`src/logic/mesm_pkg.sv`:
```
`default_nettype none

package mesm_pkg;

    // ----------------------------------------
    // widths
    localparam int ADDR_BITS = 15;          // word address
    localparam int WORD_BITS = 48;          // memory word
    localparam int INSN_BITS = 24;          // one instruction, half a word
    localparam int PC_BITS   = 16;          // half-word program counter
    localparam int NUM_INDEX = 16;          // M0..M15, M0 reads zero

    // command field values
    localparam logic [5:0] SCMD_ATX  = 6'o00;   // short format
    localparam logic [5:0] SCMD_XTA  = 6'o10;
    localparam logic [3:0] LCMD_UTC  = 4'd2;    // long format
    localparam logic [3:0] LCMD_VTM  = 4'd4;
    localparam logic [3:0] LCMD_UTM  = 4'd5;
    localparam logic [3:0] LCMD_UZA  = 4'd6;
    localparam logic [3:0] LCMD_U1A  = 4'd7;
    localparam logic [3:0] LCMD_UJ   = 4'd8;
    localparam logic [3:0] LCMD_STOP = 4'd11;

    // ----------------------------------------
    // enums
    typedef enum logic [4:0] {
        OP_ATX, OP_XTA,                     // short format
        OP_UTC, OP_VTM, OP_UTM, OP_UJ,      // long format
        OP_UZA, OP_U1A, OP_STOP, OP_NOP
    } mesm_op_e;

    typedef enum logic [2:0] {
        ST_FETCH, ST_DECODE, ST_MEM, ST_WAIT, ST_HALT
    } exec_state_e;

    // ----------------------------------------
    // buses
    typedef struct packed {
        logic                 valid;        // held until done
        logic                 write;
        logic [ADDR_BITS-1:0] addr;
        logic [WORD_BITS-1:0] wdata;
    } mem_req_t;

    typedef struct packed {
        logic                 done;         // one-cycle pulse
        logic [WORD_BITS-1:0] rdata;
    } mem_rsp_t;

    typedef struct packed {
        logic                 awvalid;
        logic [ADDR_BITS-1:0] awaddr;
        logic                 wvalid;
        logic [WORD_BITS-1:0] wdata;
        logic                 bready;
        logic                 arvalid;
        logic [ADDR_BITS-1:0] araddr;
        logic                 rready;
    } axi_m2s_t;

    typedef struct packed {
        logic                 awready;
        logic                 wready;
        logic                 bvalid;
        logic [1:0]           bresp;        // not checked
        logic                 arready;
        logic                 rvalid;
        logic [WORD_BITS-1:0] rdata;
        logic [1:0]           rresp;        // not checked
    } axi_s2m_t;

    typedef struct packed {
        mesm_op_e             op;
        logic [3:0]           ir;           // index register number
        logic [ADDR_BITS-1:0] addr;         // sign-extended for short format
    } insn_t;

endpackage

`default_nettype wire

```
`src/logic/address_unit.sv`:
```
`timescale 1ns/100ps
`default_nettype none

module address_unit import mesm_pkg::*; (
    input  logic                 clk,
    input  logic                 reset,
    input  insn_t                insn,
    input  logic                 latch,         // take address field
    input  logic                 write_m,       // vtm / utm
    input  logic                 write_c,       // utc
    input  logic                 clear_c,       // C used up
    output logic [ADDR_BITS-1:0] eff_addr,      // vaddr + M[i]
    output logic [ADDR_BITS-1:0] vaddr          // addr + C, latched
);

    logic [ADDR_BITS-1:0] m_reg [1:NUM_INDEX-1];    // M1..M15
    logic [ADDR_BITS-1:0] c_reg;
    logic                 c_active;             // last insn was utc
    logic [3:0]           index;                // latched ir field
    logic [ADDR_BITS-1:0] m_sel;

    // ----------------------------------------
    // C modifier
    always_ff @(posedge clk) begin
        if (reset) begin
            c_reg    <= '0;
            c_active <= 1'b0;
        end else if (write_c) begin
            c_reg    <= eff_addr;
            c_active <= 1'b1;
        end else if (clear_c)
            c_active <= 1'b0;
    end

    always_ff @(posedge clk) begin
        if (latch) begin
            vaddr <= c_active ? insn.addr + c_reg : insn.addr;
            index <= insn.ir;
        end
    end

    // ----------------------------------------
    // index registers
    assign m_sel    = (index == 4'd0) ? '0 : m_reg[index];  // M0 is zero
    assign eff_addr = vaddr + m_sel;

    always_ff @(posedge clk) begin
        if (write_m && index != 4'd0)
            m_reg[index] <= (insn.op == OP_VTM) ? vaddr : eff_addr;
    end

endmodule

`default_nettype wire

```
`src/logic/bus_arbiter.sv`:
```
`timescale 1ns/100ps
`default_nettype none

module bus_arbiter import mesm_pkg::*; (
    input  logic     clk,
    input  logic     reset,
    input  mem_req_t fetch_req,
    input  mem_req_t data_req,
    output mem_rsp_t fetch_rsp,
    output mem_rsp_t data_rsp,
    output axi_m2s_t axi,
    input  axi_s2m_t axi_in
);

    typedef enum logic [1:0] {
        ARB_IDLE, ARB_ADDR, ARB_RESP
    } arb_state_e;

    arb_state_e           state;
    logic                 grant_data;       // owner, data over fetch
    logic                 aw_done, w_done;  // write channels finished
    logic                 aw_hs, w_hs;
    logic                 done_q;
    logic [WORD_BITS-1:0] rdata_q;
    mem_req_t             cur;              // granted request

    assign cur   = grant_data ? data_req : fetch_req;  // fields held by owner
    assign aw_hs = axi.awvalid && axi_in.awready;
    assign w_hs  = axi.wvalid && axi_in.wready;

    // ----------------------------------------
    // AXI side, decoded from state
    assign axi.awvalid = (state == ARB_ADDR) && cur.write && !aw_done;
    assign axi.awaddr  = cur.addr;
    assign axi.wvalid  = (state == ARB_ADDR) && cur.write && !w_done;
    assign axi.wdata   = cur.wdata;
    assign axi.bready  = (state == ARB_RESP) && cur.write;
    assign axi.arvalid = (state == ARB_ADDR) && !cur.write;
    assign axi.araddr  = cur.addr;
    assign axi.rready  = (state == ARB_RESP) && !cur.write;

    always_ff @(posedge clk) begin
        if (reset) begin
            state      <= ARB_IDLE;
            grant_data <= 1'b0;
            aw_done    <= 1'b0;
            w_done     <= 1'b0;
            done_q     <= 1'b0;
        end else begin
            done_q <= 1'b0;
            case (state)
                ARB_IDLE: begin
                    // owner still holds valid during its done cycle
                    if (!done_q && (data_req.valid || fetch_req.valid)) begin
                        grant_data <= data_req.valid;
                        aw_done    <= 1'b0;
                        w_done     <= 1'b0;
                        state      <= ARB_ADDR;
                    end
                end
                ARB_ADDR: begin
                    if (cur.write) begin
                        aw_done <= aw_done || aw_hs;
                        w_done  <= w_done || w_hs;
                        if ((aw_done || aw_hs) && (w_done || w_hs))
                            state <= ARB_RESP;
                    end else if (axi.arvalid && axi_in.arready)
                        state <= ARB_RESP;
                end
                ARB_RESP: begin
                    if ((axi.bready && axi_in.bvalid) || (axi.rready && axi_in.rvalid)) begin
                        done_q <= 1'b1;     // done one cycle after B or R
                        state  <= ARB_IDLE;
                    end
                end
                default: state <= ARB_IDLE;
            endcase
        end
    end

    always_ff @(posedge clk) begin
        if (axi.rready && axi_in.rvalid)
            rdata_q <= axi_in.rdata;
    end

    // ----------------------------------------
    // responses to the owner
    assign fetch_rsp = '{done: done_q && !grant_data, rdata: rdata_q};
    assign data_rsp  = '{done: done_q && grant_data, rdata: rdata_q};

endmodule

`default_nettype wire

```
`src/logic/exec_sequencer.sv`:
```
`timescale 1ns/100ps
`default_nettype none

module exec_sequencer import mesm_pkg::*; (
    input  logic  clk,
    input  logic  reset,
    input  insn_t insn,
    input  logic  cached,
    input  logic  acc_zero,
    input  logic  operand_busy,
    output logic  need_word,
    output logic  advance,
    output logic  load_pc_en,
    output logic  latch,
    output logic  write_m,
    output logic  write_c,
    output logic  clear_c,
    output logic  load,
    output logic  store,
    output logic  halted
);

    exec_state_e state, next_state;
    logic        take;                      // jump taken

    assign take = (insn.op == OP_UJ) ||
                  (insn.op == OP_UZA && acc_zero) ||
                  (insn.op == OP_U1A && !acc_zero);

    always_ff @(posedge clk) begin
        if (reset)
            state <= ST_FETCH;
        else
            state <= next_state;
    end

    assign halted = (state == ST_HALT);

    // ----------------------------------------
    // next state and unit controls
    always_comb begin
        need_word  = 1'b0;
        advance    = 1'b0;
        load_pc_en = 1'b0;
        latch      = 1'b0;
        write_m    = 1'b0;
        write_c    = 1'b0;
        clear_c    = 1'b0;
        load       = 1'b0;
        store      = 1'b0;
        next_state = state;
        case (state)
            ST_FETCH: begin
                if (cached) begin
                    latch      = 1'b1;      // vaddr and index taken here
                    next_state = ST_DECODE;
                end else
                    need_word = 1'b1;       // wait for the word
            end
            ST_DECODE: begin
                if (insn.op == OP_UTC)
                    write_c = 1'b1;         // C for the next insn only
                else
                    clear_c = 1'b1;
                case (insn.op)
                    OP_XTA, OP_ATX: next_state = ST_MEM;
                    OP_STOP:        next_state = ST_HALT;
                    OP_VTM, OP_UTM: begin
                        write_m    = 1'b1;
                        advance    = 1'b1;
                        next_state = ST_FETCH;
                    end
                    default: begin          // utc, jumps, no-ops
                        load_pc_en = take;
                        advance    = !take;
                        next_state = ST_FETCH;
                    end
                endcase
            end
            ST_MEM: begin
                load       = (insn.op == OP_XTA);   // eff_addr settled by now
                store      = (insn.op == OP_ATX);
                next_state = ST_WAIT;
            end
            ST_WAIT: begin
                if (!operand_busy) begin    // A written on done
                    advance    = 1'b1;
                    next_state = ST_FETCH;
                end
            end
            ST_HALT: next_state = ST_HALT;  // until reset
            default: next_state = ST_FETCH;
        endcase
    end

endmodule

`default_nettype wire

```
`src/logic/fetch_unit.sv`:
```
`timescale 1ns/100ps
`default_nettype none

module fetch_unit import mesm_pkg::*; (
    input  logic                 clk,
    input  logic                 reset,
    input  logic                 need_word,     // word at pc missing
    input  logic                 advance,       // step one half
    input  logic                 load_pc_en,    // jump
    input  logic [ADDR_BITS-1:0] load_pc,       // jump target, word address
    output insn_t                insn,          // current half, decoded
    output logic                 cached,        // word at pc present
    output mem_req_t             fetch_req,
    input  mem_rsp_t             fetch_rsp
);

    logic [PC_BITS-1:0]   pc;                   // lsb selects the half
    logic [WORD_BITS-1:0] word;                 // opcode cache
    logic [ADDR_BITS-1:0] word_addr;            // address of cached word
    logic                 word_valid;
    logic                 req_valid;
    logic [ADDR_BITS-1:0] req_addr;
    logic [INSN_BITS-1:0] half;

    // ----------------------------------------
    // pc and request control
    always_ff @(posedge clk) begin
        if (reset) begin
            pc         <= '0;
            word_valid <= 1'b0;             // cache empty
            req_valid  <= 1'b0;
        end else begin
            if (load_pc_en)
                pc <= {load_pc, 1'b0};      // jumps land on the left half
            else if (advance)
                pc <= pc + 1'b1;
            if (fetch_rsp.done) begin
                req_valid  <= 1'b0;
                word_valid <= 1'b1;
            end else if (need_word && !req_valid)
                req_valid <= 1'b1;          // need_word may stay high, issue once
        end
    end

    always_ff @(posedge clk) begin
        if (need_word && !req_valid)
            req_addr <= pc[PC_BITS-1:1];
        if (fetch_rsp.done) begin
            word      <= fetch_rsp.rdata;
            word_addr <= req_addr;
        end
    end

    assign fetch_req = '{valid: req_valid, write: 1'b0, addr: req_addr, wdata: '0};
    assign cached    = word_valid && (word_addr == pc[PC_BITS-1:1]);

    // ----------------------------------------
    // half selection and decode
    always_comb begin
        half    = pc[0] ? word[INSN_BITS-1:0] : word[WORD_BITS-1:INSN_BITS];  // left first
        insn.ir = half[23:20];
        insn.op = OP_NOP;                   // anything unknown is a no-op
        if (half[19]) begin                 // long format
            insn.addr = half[14:0];
            case (half[18:15])
                LCMD_UTC:  insn.op = OP_UTC;
                LCMD_VTM:  insn.op = OP_VTM;
                LCMD_UTM:  insn.op = OP_UTM;
                LCMD_UZA:  insn.op = OP_UZA;
                LCMD_U1A:  insn.op = OP_U1A;
                LCMD_UJ:   insn.op = OP_UJ;
                LCMD_STOP: insn.op = OP_STOP;
                default:   insn.op = OP_NOP;
            endcase
        end else begin                      // short format, 12-bit address
            insn.addr = {{3{half[18]}}, half[11:0]};
            case (half[17:12])
                SCMD_ATX: insn.op = OP_ATX;
                SCMD_XTA: insn.op = OP_XTA;
                default:  insn.op = OP_NOP;
            endcase
        end
    end

endmodule

`default_nettype wire

```
`src/logic/mesm_core.sv`:
```
`timescale 1ns/100ps
`default_nettype none

module mesm_core import mesm_pkg::*; (
    input  logic     clk,
    input  logic     reset,
    output axi_m2s_t axi,                   // AXI4-Lite master
    input  axi_s2m_t axi_in,
    output logic     halted                 // stop executed
);

    insn_t                insn;
    logic                 cached;
    logic                 need_word, advance, load_pc_en;
    logic                 latch, write_m, write_c, clear_c;
    logic                 load, store, operand_busy, acc_zero;
    logic [ADDR_BITS-1:0] eff_addr;         // addr + C + M[i]
    mem_req_t             fetch_req, data_req;
    mem_rsp_t             fetch_rsp, data_rsp;

    fetch_unit u_fetch (
        .clk        (clk),
        .reset      (reset),
        .need_word  (need_word),
        .advance    (advance),
        .load_pc_en (load_pc_en),
        .load_pc    (eff_addr),             // jump target
        .insn       (insn),
        .cached     (cached),
        .fetch_req  (fetch_req),
        .fetch_rsp  (fetch_rsp)
    );

    exec_sequencer u_seq (
        .clk          (clk),
        .reset        (reset),
        .insn         (insn),
        .cached       (cached),
        .acc_zero     (acc_zero),
        .operand_busy (operand_busy),
        .need_word    (need_word),
        .advance      (advance),
        .load_pc_en   (load_pc_en),
        .latch        (latch),
        .write_m      (write_m),
        .write_c      (write_c),
        .clear_c      (clear_c),
        .load         (load),
        .store        (store),
        .halted       (halted)
    );

    address_unit u_addr (
        .clk      (clk),
        .reset    (reset),
        .insn     (insn),
        .latch    (latch),
        .write_m  (write_m),
        .write_c  (write_c),
        .clear_c  (clear_c),
        .eff_addr (eff_addr),
        .vaddr    ()                        // consumed inside, by vtm
    );

    operand_unit u_opnd (
        .clk      (clk),
        .reset    (reset),
        .load     (load),
        .store    (store),
        .addr     (eff_addr),
        .busy     (operand_busy),
        .acc_zero (acc_zero),
        .data_req (data_req),
        .data_rsp (data_rsp)
    );

    bus_arbiter u_arb (
        .clk       (clk),
        .reset     (reset),
        .fetch_req (fetch_req),
        .data_req  (data_req),
        .fetch_rsp (fetch_rsp),
        .data_rsp  (data_rsp),
        .axi       (axi),
        .axi_in    (axi_in)
    );

endmodule

`default_nettype wire

```
`src/logic/operand_unit.sv`:
```
`timescale 1ns/100ps
`default_nettype none

module operand_unit import mesm_pkg::*; (
    input  logic                 clk,
    input  logic                 reset,
    input  logic                 load,          // xta
    input  logic                 store,         // atx
    input  logic [ADDR_BITS-1:0] addr,
    output logic                 busy,
    output logic                 acc_zero,
    output mem_req_t             data_req,
    input  mem_rsp_t             data_rsp
);

    logic [WORD_BITS-1:0] acc;                  // A
    logic                 req_valid;
    logic                 req_write;
    logic [ADDR_BITS-1:0] req_addr;
    logic [WORD_BITS-1:0] req_wdata;

    always_ff @(posedge clk) begin
        if (reset) begin
            acc       <= '0;
            req_valid <= 1'b0;
        end else if (data_rsp.done) begin
            req_valid <= 1'b0;
            if (!req_write)
                acc <= data_rsp.rdata;      // load completes
        end else if ((load || store) && !req_valid)
            req_valid <= 1'b1;
    end

    always_ff @(posedge clk) begin
        if ((load || store) && !req_valid) begin
            req_write <= store;
            req_addr  <= addr;
            req_wdata <= acc;               // only A goes to memory
        end
    end

    assign data_req = '{valid: req_valid, write: req_write, addr: req_addr, wdata: req_wdata};
    assign busy     = req_valid || load || store;
    assign acc_zero = (acc == '0);          // logical group test

endmodule

`default_nettype wire

```
`config.mk`:
```
export PLATFORM = sky130hd
export DESIGN_NAME = mesm_core
export DESIGN_NICKNAME = d
export VERILOG_FILES = /design/src/logic/mesm_pkg.sv /design/src/logic/address_unit.sv /design/src/logic/bus_arbiter.sv /design/src/logic/exec_sequencer.sv /design/src/logic/fetch_unit.sv /design/src/logic/mesm_core.sv /design/src/logic/operand_unit.sv
export SDC_FILE = /design/constraint.sdc
export NUM_CORES = 1
export LEC_CHECK = 0
export ABC_AREA = 1
export CAP_MARGIN = 30
export CELL_PAD_IN_SITES_DETAIL_PLACEMENT = 1
export CELL_PAD_IN_SITES_GLOBAL_PLACEMENT = 1
export CORE_ASPECT_RATIO = 1.4
export CORE_MARGIN = 2
export CORE_UTILIZATION = 48
export CTS_BUF_LIST = sky130_fd_sc_hd__clkbuf_8
export DETAILED_ROUTE_END_ITERATION = 6
export DONT_BUFFER_PORTS = 1
export PLACE_DENSITY_LB_ADDON = 0.08
export SLEW_MARGIN = 15
export SYNTH_ARGS = -nofsm -noshare
export SYNTH_HDL_FRONTEND = slang
export SYNTH_SLANG_ARGS = --single-unit
```
`constraint.sdc`:
```
create_clock -name clk -period 4.4 [get_ports clk]
set_clock_uncertainty 0.15 [all_clocks]
set_input_delay 0.66 -clock clk [delete_from_list [all_inputs] [get_ports clk]]
set_output_delay 0.66 -clock clk [all_outputs]
set_load 0.05 [all_outputs]
```
### After elaboration in Yosys (flattened, before gate mapping)

Memory sizes are Yosys's and may differ from the RTL's. A register that Yosys moved wholly into a read port is not among the register bits.
Index checks and enable logic that the tools add are counted.

| word-level totals | value |
|---|---|
| register bits after elaboration | 301 |
| memory bits (writable) | 225 |
| bits of input ports | 59 |
| output and inout bits | 84 |
| word-level logic and storage cells | 170 |
| memories | 1 |

| operators by class | value |
|---|---|
| add/sub/neg operators | 3 |
| equality and inequality tests | 30 |
| mux-type cells | 49 |
| bitwise operators | 2 |
| reduce and logical (&&, ||, !) cells | 62 |

Memory list:

| memory | words | width | rd ports | clocked after memory_dff | wr ports | line | source |
|---|---|---|---|---|---|---|---|
| u_addr.m_reg | 15 | 15 | 1 | 1 | 1 | address_unit.sv:16 | `logic [ADDR_BITS-1:0] m_reg [1:NUM_INDEX-1];` |

Operators with widths:

| cell | number |
|---|---|
| 64-bit 2-to-1 mux | 1 |
| 15-bit 2-to-1 mux | 4 |
| 48-bit logical NOT | 1 |
| 16-bit 2-to-1 mux | 2 |
| 15-bit adder | 2 |
| 4-bit one-hot mux with 7 select lines | 1 |
| 24-bit 2-to-1 mux | 1 |
| 1-bit 2-to-1 mux | 23 |
| 1-bit logical AND | 21 |
| 5-bit by 3-bit equality test with 1-bit output, second input constant | 4 |
| 16-bit by 1-bit adder with 16-bit output, second input constant | 1 |
| 4-bit by 3-bit equality test with 1-bit output, second input constant | 4 |
| 15-bit equality test | 1 |
| 3-bit one-hot mux with 5 select lines | 1 |
| 2-bit OR reduction | 6 |
| 5-bit by 2-bit equality test with 1-bit output, second input constant | 2 |
| 2-bit 2-to-1 mux | 5 |
| 1-bit logical NOT | 9 |
| 1-bit logical OR | 9 |
| 4-bit equality test, second input constant | 2 |
| 1-bit one-hot mux with 2 select lines | 4 |
| 4-bit one-hot mux with 2 select lines | 1 |
| 3-bit by 2-bit equality test with 1-bit output, second input constant | 2 |
| 6-bit by 4-bit equality test with 1-bit output, second input constant | 1 |
| other kinds (29) | 38 |

### Logic depth before layout (Yosys ltp)

Gate-level depths: netlist of run 1.

| logic depth | value |
|---|---|
| depth after elaboration | 13 |
| depth in mapped cells | 21 |
| mapped depth without buffers | 18 |

### By module

A second synthesis of run 1 with hierarchy kept.

| unflattened totals | value |
|---|---|
| cells, all modules | 2336 |
| area total of the unflattened synthesis | 23891.7 um2 |

Modules (own cells, without submodules):

| module | times used | cells each | area an instance (um2) | seq. area each (um2) |
|---|---|---|---|---|
| address_unit | 1 | 1123 | 12115.4 | 7727.4 |
| fetch_unit | 1 | 441 | 4505.6 | 2702.6 |
| operand_unit | 1 | 327 | 3832.4 | 2902.8 |
| bus_arbiter | 1 | 382 | 3099.2 | 1561.5 |
| exec_sequencer | 1 | 63 | 339.1 | 60.1 |

### Worst setup path after synthesis of run 1

Ideal clock, no wire load.

| timing path | value |
|---|---|
| path type | reg2reg |
| start | reg with a tool-made name |
| end | mem u_addr.m_reg[10][10], data pin |
| library setup time | 0.323 ns |
| arrival | 4.077 ns |
| required time | 3.927 ns |
| setup slack | -0.150 ns |
| stages on the path, launching flop included | 18 |
| path buffers | 3 |
| period minus slack after synthesis | 4.550 ns |
| path through | dfxtp_1 -> inv_1 -> clkbuf_1 -> clkbuf_1 -> buf_1 -> nor2_1 -> o31ai_1 -> nand3_1 -> a21oi_1 -> ha_1 -> inv_1 -> fa_1 -> o21ai_0 -> a21boi_0 -> o21bai_1 -> a21oi_1 -> xor2_1 -> o21ai_0 |

RTL lines:

| element | line |
|---|---|
| end: declaration | address_unit.sv:16 |

==> summary.txt, run 1 <==
Setup CP Type -> reg2reg
WL final -> 62380 um
Final setup viols -> 0
Fin. Hold Viols -> 0
Final HPWL DP -> 41360 um
Slew Limit Fails -> 0
Largest register FFs -> 225
I/O pin count -> 143
Seq pwr share -> 56.0%
CTS HTree Levels -> 3
share of total power in combinational logic -> 5.5%
die width -> 186.7 um
Syn Std Cell Area -> 22430 um2
most frequent cells in the layout -> 434 x edfxtp_1, 377 x nor2_1, 349 x nand2_1
Peak VDD IR -> 0.0003460 V
postcts setup bufs -> 0
All-Layer GR Usage -> 26.10%
Initial Utilization -> 48.69%
DR vias -> 15.75k
most common cell after layout, fill and taps aside -> edfxtp_1
Max Cap Viol -> 0
CP Capture Type -> flip-flop
fin nets -> 2301
DRT Pass-1 Iters -> 5
height of the die -> 259.8 um
Distinct cells, synth -> 49
Syn Area/Cell -> 10.74 um2
critical path, cell by cell -> clkinv_1 -> buf_4 -> buf_4 -> o311ai_1 -> a21oi_1 -> ha_1 -> inv_1 -> nor3_1 -> nand3_1 -> o2111ai_1 -> nand2_1 -> nand2_1 -> nand3_1 -> nand2_1 -> nand2_1 -> nand2_1 -> inv_1 -> o21ai_0 -> buf_4
pin count of the biggest net entering global routing -> 56
setup TNS -> 0 ns
share of cells above drive strength 1 -> 11.09%
most used cell, CP -> nand2_1
die area -> 48510 um2
Top FF cell, synth -> edfxtp_1
area occupied by multi-input gates -> 6370 um2
Leak -> 9.954 nW
Inserted Clock Buffers -> 82
power per cell area -> 381.8 nW/um2
Critical Path AT -> 4.47 ns
Post-synth EDFFs -> 434
CP required -> 4.75 ns
worst-path fanout max -> 23
n_diodes -> 0
DR iter-0 viols -> 925
Pwr Total -> 0.009732 W
Port Buf Inserts -> 0
DR vias/cell -> 5.450
deepest clock path buffer count -> 3
Final min period -> 4.124 ns
# rows -> 93
unrepaired setup endpoints after global routing -> no
status -> complete, no violations
Filler cells -> 4992
Reg area -> 14960 um2
Post-Route Utilization -> 55.32%
CTS clock-pin slew for the worst setup and hold paths -> 0.06 ns
Fmax -> 0.2425 GHz
Worst slew margin -> 35.60%
Tcrit/Tclk final -> 93.72%
sw frac -> 24.60%
Pint -> 0.007337 W
Ys Warns -> 0
slowest cell delay on critical path -> 0.44 ns
Clock power frac -> 38.5%
number of global-route vias before repair -> 17.02k
DRT antenna net count -> 0
HP Class -> in2reg
first-pass GRT wire length -> 96270 um
Post-Synthesis Cells -> 2089
pin slew with the least headroom to its limit -> 0.9637 ns
crit path launch type -> flip-flop
sequential area share after synthesis -> 66.66%
Psw -> 0.002394 W
Post-synth ARST share -> 0%
CTS tree -> done
syn_nets -> 2179
Core Footprint -> 46080 um2
grt ovf -> 0
routability cong. -> 0.8684
Worst path slowest cell -> dfxtp_1
clk_lat worst skew -> 0.68 ns
antenna violations before repair -> 0
drt drc -> 0
clk sinks -> 530
Area Overhead vs Synth -> 13.63%
WL/cell -> 21.59 um
Yosys reg bits -> 530
CTS root buffer -> clkbuf_8
-- layout make-up --
class | count | area share (%)
clock buffer | 88 | 4.751
inverter | 176 | 2.592
timing repair buffer | 141 | 5.016
clock inverter | 57 | 0.9522
sequential | 530 | 58.67
tap | 617 | 3.028
multi-input combinational | 1280 | 24.99
-- power by group through the flow --
| stage | combinational [W] | sequential [W] | clock [W] |
|---|---|---|---|
| 6_report | 0.000540 | 0.00545 | 0.00375 |
| 5_1_grt | 0.000572 | 0.00545 | 0.00403 |
| 4_1_cts | 0.000541 | 0.00545 | 0.00383 |
| 3_5_place_dp | 0.000500 | 0.00555 | 0 |
| 3_3_place_gp | 0.000490 | 0.00555 | 0 |
| 2_1_floorplan | 0.000457 | 0.00554 | 0 |
-- metal layers --
metal  part of all wire, %  GRT usage [%]  vias to the layer above
met4                   4.5          13.21                        0
li1                      -              -                     7391
met1                    37          28.23                     7820
met2                    54          49.14                      387
met3                   4.1          4.251                      148
met5                     0              0                        -
-- stage by stage --
stage / hold WS (ns) / cells / area [um2] / setup slack, ns
floorplan: 0.2756 / 2089 / 22440 / 0.05192
global placement: 0.2781 / 2693 / 23500 / 0.2804
detailed placement: 0.2883 / 2695 / 23520 / 0.1234
CTS: 0.02036 / 2889 / 25480 / 0.09463
global route: 0.05426 / 2889 / 25490 / 0.02768
finish: 0.07694 / 2889 / 25490 / 0.2763
-- timing repair --
item,in CTS,in global routing
hold endpoints to repair,74,0
hold buffers,49,0
endpoints found under the setup margin,0,48
gates resized for setup,0,5
-- cell usage after synthesis (11+ instances only) --
master / n / area [um2]
nand2_1: 349 / 1310
nand3_1: 46 / 230.2
o221ai_1: 30 / 262.8
ha_1: 29 / 362.9
clkbuf_1: 76 / 285.3
a211oi_1: 11 / 82.58
o311ai_0: 12 / 105.1
xor2_1: 26 / 227.7
nor3_1: 33 / 165.2
nor2_1: 381 / 1430
a21oi_1: 70 / 350.3
dfxtp_1: 96 / 1922
edfxtp_1: 434 / 13030
o21ai_0: 178 / 890.9
nor2_2: 12 / 75.07
inv_1: 171 / 641.9
o31ai_1: 15 / 112.6
buf_4: 17 / 127.6
nand4_1: 14 / 87.58
-- worst max-delay path, delay by kind of cell, from the launching register on --
kind / cells / cell delay [ns]
fa+ha+maj: 1 / 0.39
buf+inv: 6 / 0.95
compound gates: 4 / 1.02
simple gates: 8 / 0.99
flops: 1 / 0.44
-- cells by family after synthesis --
family                     count (synthesis)  synth area share [%]
AOI/OAI and AO/OA                        346                 9.063
buffers and inverters                    279                 5.103
DFF                                      530                 66.66
adders and majority gates                 31                 1.796
xor gates and xnor gates                  33                 1.288
and+or+nand+nor                          869                 16.04
muxes                                      1               0.05019
-- worst paths after layout --
path	slack, ns	cells after the start	startpoint	end
worst min-delay path	0.08	2	axi_in[54]	u_arb.done_q
worst min register to register	0.29	0	u_fetch.req_addr[9]	u_fetch.word_addr[9]
worst max-delay path	0.28	19	flip-flop	u_addr.m_reg[12][13]
worst max register to register	0.28	19	flip-flop	u_addr.m_reg[12][13]
Power figures use the tool's default switching activity.
==> inputs of run 2 (changes only) <==
CORE_UTILIZATION = 47   (was 48)
SYNTH_HIERARCHICAL = 1   (was default)
==> summary.txt, run 2 <==
WL/cell -> 21.18 um
CP required -> 4.63 ns
Inserted Clock Buffers -> 82
drt drc -> 0
fin nets -> 2486
Fin. Hold Viols -> 0
DRT antenna net count -> 0
crit path launch type -> flip-flop
Critical Path AT -> 4.31 ns
Slew Limit Fails -> 0
Peak VDD IR -> 0.0002627 V
worst-path fanout max -> 105
deepest clock path buffer count -> 3
Yosys reg bits -> 530
Setup CP Type -> reg2reg
Initial Utilization -> 47.66%
most common cell in the netlist -> nand2_1
Worst slew margin -> 35.37%
Synth Area in Simple Gates -> 18.30%
power per cell area -> 385.4 nW/um2
postcts setup bufs -> 0
Pwr Total -> 0.01018 W
clk_lat worst skew -> 0.68 ns
Post-synth ARST share -> 0%
hold slack -> 0.06758 ns
adder and majority gate portion of the synthesized area -> 1.686%
Ys Warns -> 6
number of global-route vias before repair -> 18.25k
cells on worst reg2reg path -> 15
Fmax -> 0.2451 GHz
DR vias -> 16.79k
post-synthesis compound-gate area fraction -> 8.484%
CTS clock-pin slew for the worst setup and hold paths -> 0.06 ns
die width -> 194.6 um
pin count of the biggest net entering global routing -> 106
pin slew with the least headroom to its limit -> 0.9695 ns
Distinct cells, synth -> 53
Post-synth EDFFs -> 434
Top FF cell, synth -> edfxtp_1
dominant cell type by area after synthesis -> edfxtp_1
proportion of synthesized area in mux cells -> 0%
clk sinks -> 530
routability cong. -> 0.8920
Max Cap Viol -> 0
most frequent cells in the layout -> 595 x nand2_1, 434 x edfxtp_1, 277 x nor2_1
largest family of logic cells by synthesized area -> simple AND/OR/NAND/NOR gates
Critical Path Sink -> u_addr/m_reg[8][12]
# rows -> 97
final setup margin -> 0.3203 ns
post-synth top area share -> 54.55%
Final setup viols -> 0
status -> complete, no violations
WL final -> 65730 um
HP Class -> in2reg
sequential area share after synthesis -> 62.59%
die area -> 52680 um2
CTS HTree Levels -> 3
FF-to-FF End -> u_addr/m_reg[8][12]
All-Layer GR Usage -> 25.33%
Final HPWL DP -> 44420 um
Area Overhead vs Synth -> 10.53%
CP Capture Type -> flip-flop
DR vias/cell -> 5.408
unrepaired setup endpoints after global routing -> no
height of the die -> 270.8 um
setup TNS -> 0 ns
Largest register FFs -> 225
Setup WS pre-CTS -> 0.3400 ns
DR iter-0 viols -> 819
flop2flop setup slack -> 0.32 ns
Synth area leaders -> edfxtp_1 55%, nand2_1 9.3%, dfxtp_1 8.0%
first-pass GRT wire length -> 102600 um
most common cell after layout, fill and taps aside -> nand2_1
Syn Area/Cell -> 10.23 um2
Post-Synthesis Cells -> 2336
I/O pin count -> 143
share of cells above drive strength 1 -> 11.26%
Port Buf Inserts -> 0
Leak -> 10.17 nW
Post-Synth XOR/XNOR Area -> 0.8065%
CTS root buffer -> clkbuf_8
Tcrit/Tclk final -> 92.72%
antenna violations before repair -> 1
most common library cells after synthesis -> 595 x nand2_1, 434 x edfxtp_1, 279 x nor2_1
grt ovf -> 0
Core Footprint -> 50120 um2
Syn Std Cell Area -> 23890 um2
number of cells on the worst hold path -> 2
Final min period -> 4.080 ns
DRT Pass-1 Iters -> 5
CTS tree -> done
-- run 2: changes by cell type in the layout (fill, tap and decap cells not counted), moves of 11 or more --
cell and change:
nand2_1 +246, buf_4 -12, conb_1 +50, o31ai_1 -12, a21oi_1 +48, o311ai_0 -11
o21ai_0 -67, a22oi_1 +11, nor2_1 -100, nand3_1 +37, xor2_1 -13, inv_1 -41
-- run 2: logic make-up after synthesis --
| kind of cell | count (synthesis) |
|---|---|
| AOI/OAI and AO/OA | 336 |
| xor gates and xnor gates | 22 |
| adders and majority gates | 31 |
| buffers and inverters | 358 |
| DFF | 530 |
| other | 1 |
| and+or+nand+nor | 1058 |
-- run 2: worst min path at each step --
stage,from,endpoint,slack [ns]
finish,axi_in[50],u_arb/done_q,0.07
global route,axi_in[50],u_arb/done_q,0.04
CTS,axi_in[56],u_arb/aw_done,0.01
detailed placement,u_fetch/req_addr[4],u_fetch/word_addr[4],0.29
global placement,u_fetch/req_addr[5],u_fetch/word_addr[5],0.28
floorplan,u_fetch/req_addr[0],u_fetch/word_addr[0],0.28
-- run 2: routing by layer --
layer / vias up / GRT usage, % / wire length [um]
met5: - / 0 / 0
met4: 0 / 9.413 / 1851
met3: 118 / 3.353 / 2264
met2: 348 / 48.54 / 36260
met1: 8410 / 28.35 / 25350
li1: 7910 / - / -
-- run 2: through the flow --
stage	utilization, %	area (um2)	cells
2_1_floorplan	-	24080	2385
3_3_place_gp	48.40	24260	2903
3_5_place_dp	48.44	24280	2904
4_1_cts	52.66	26400	3103
5_1_grt	52.68	26410	3104
6_report	52.68	26410	3104
-- run 2: critical path, stage by stage, from the launching register on --
cell,delay [ns]
dfxtp_2,0.36
buf_12,0.40
o21ai_0,0.18
o221ai_1,0.25
o311ai_1,0.16
a21oi_1,0.22
ha_1,0.27
inv_1,0.08
fa_1,0.42
o21ai_2,0.19
buf_4,0.16
nand4_1,0.09
nand3_1,0.11
xor2_1,0.21
nand2_1,0.07
nand2_1,0.41
-- run 2: power by group --
group / internal (W) / switching [W] / total, W / leakage, nW
clock: 0.00206 / 0.00196 / 0.00402 / 0.899
combinational: 0.000119 / 0.000603 / 0.000722 / 4.55
sequential: 0.00540 / 0.0000289 / 0.00543 / 4.72
total: 0.00759 / 0.00259 / 0.0102 / 10.2
-- run 2: cell type report --
| cell class | count | area [um2] |
|---|---|---|
| Sequential cell | 530 | 14960 |
| Tap cell | 643 | 804.5 |
| Multi-Input combinational cell | 1497 | 7208 |
| Clock buffer | 93 | 1280 |
| Inverter | 151 | 569.3 |
| Clock inverter | 55 | 309.0 |
| Fill cell | 5501 | 23720 |
| Timing Repair Buffer | 134 | 1276 |
| Antenna cell | 1 | 2.502 |
-- run 2: what timing repair did --
item,CTS,global route
endpoints found under the hold margin,137,0
hold buffers,51,0
gates resized for setup,0,3
endpoints found under the setup margin,0,1
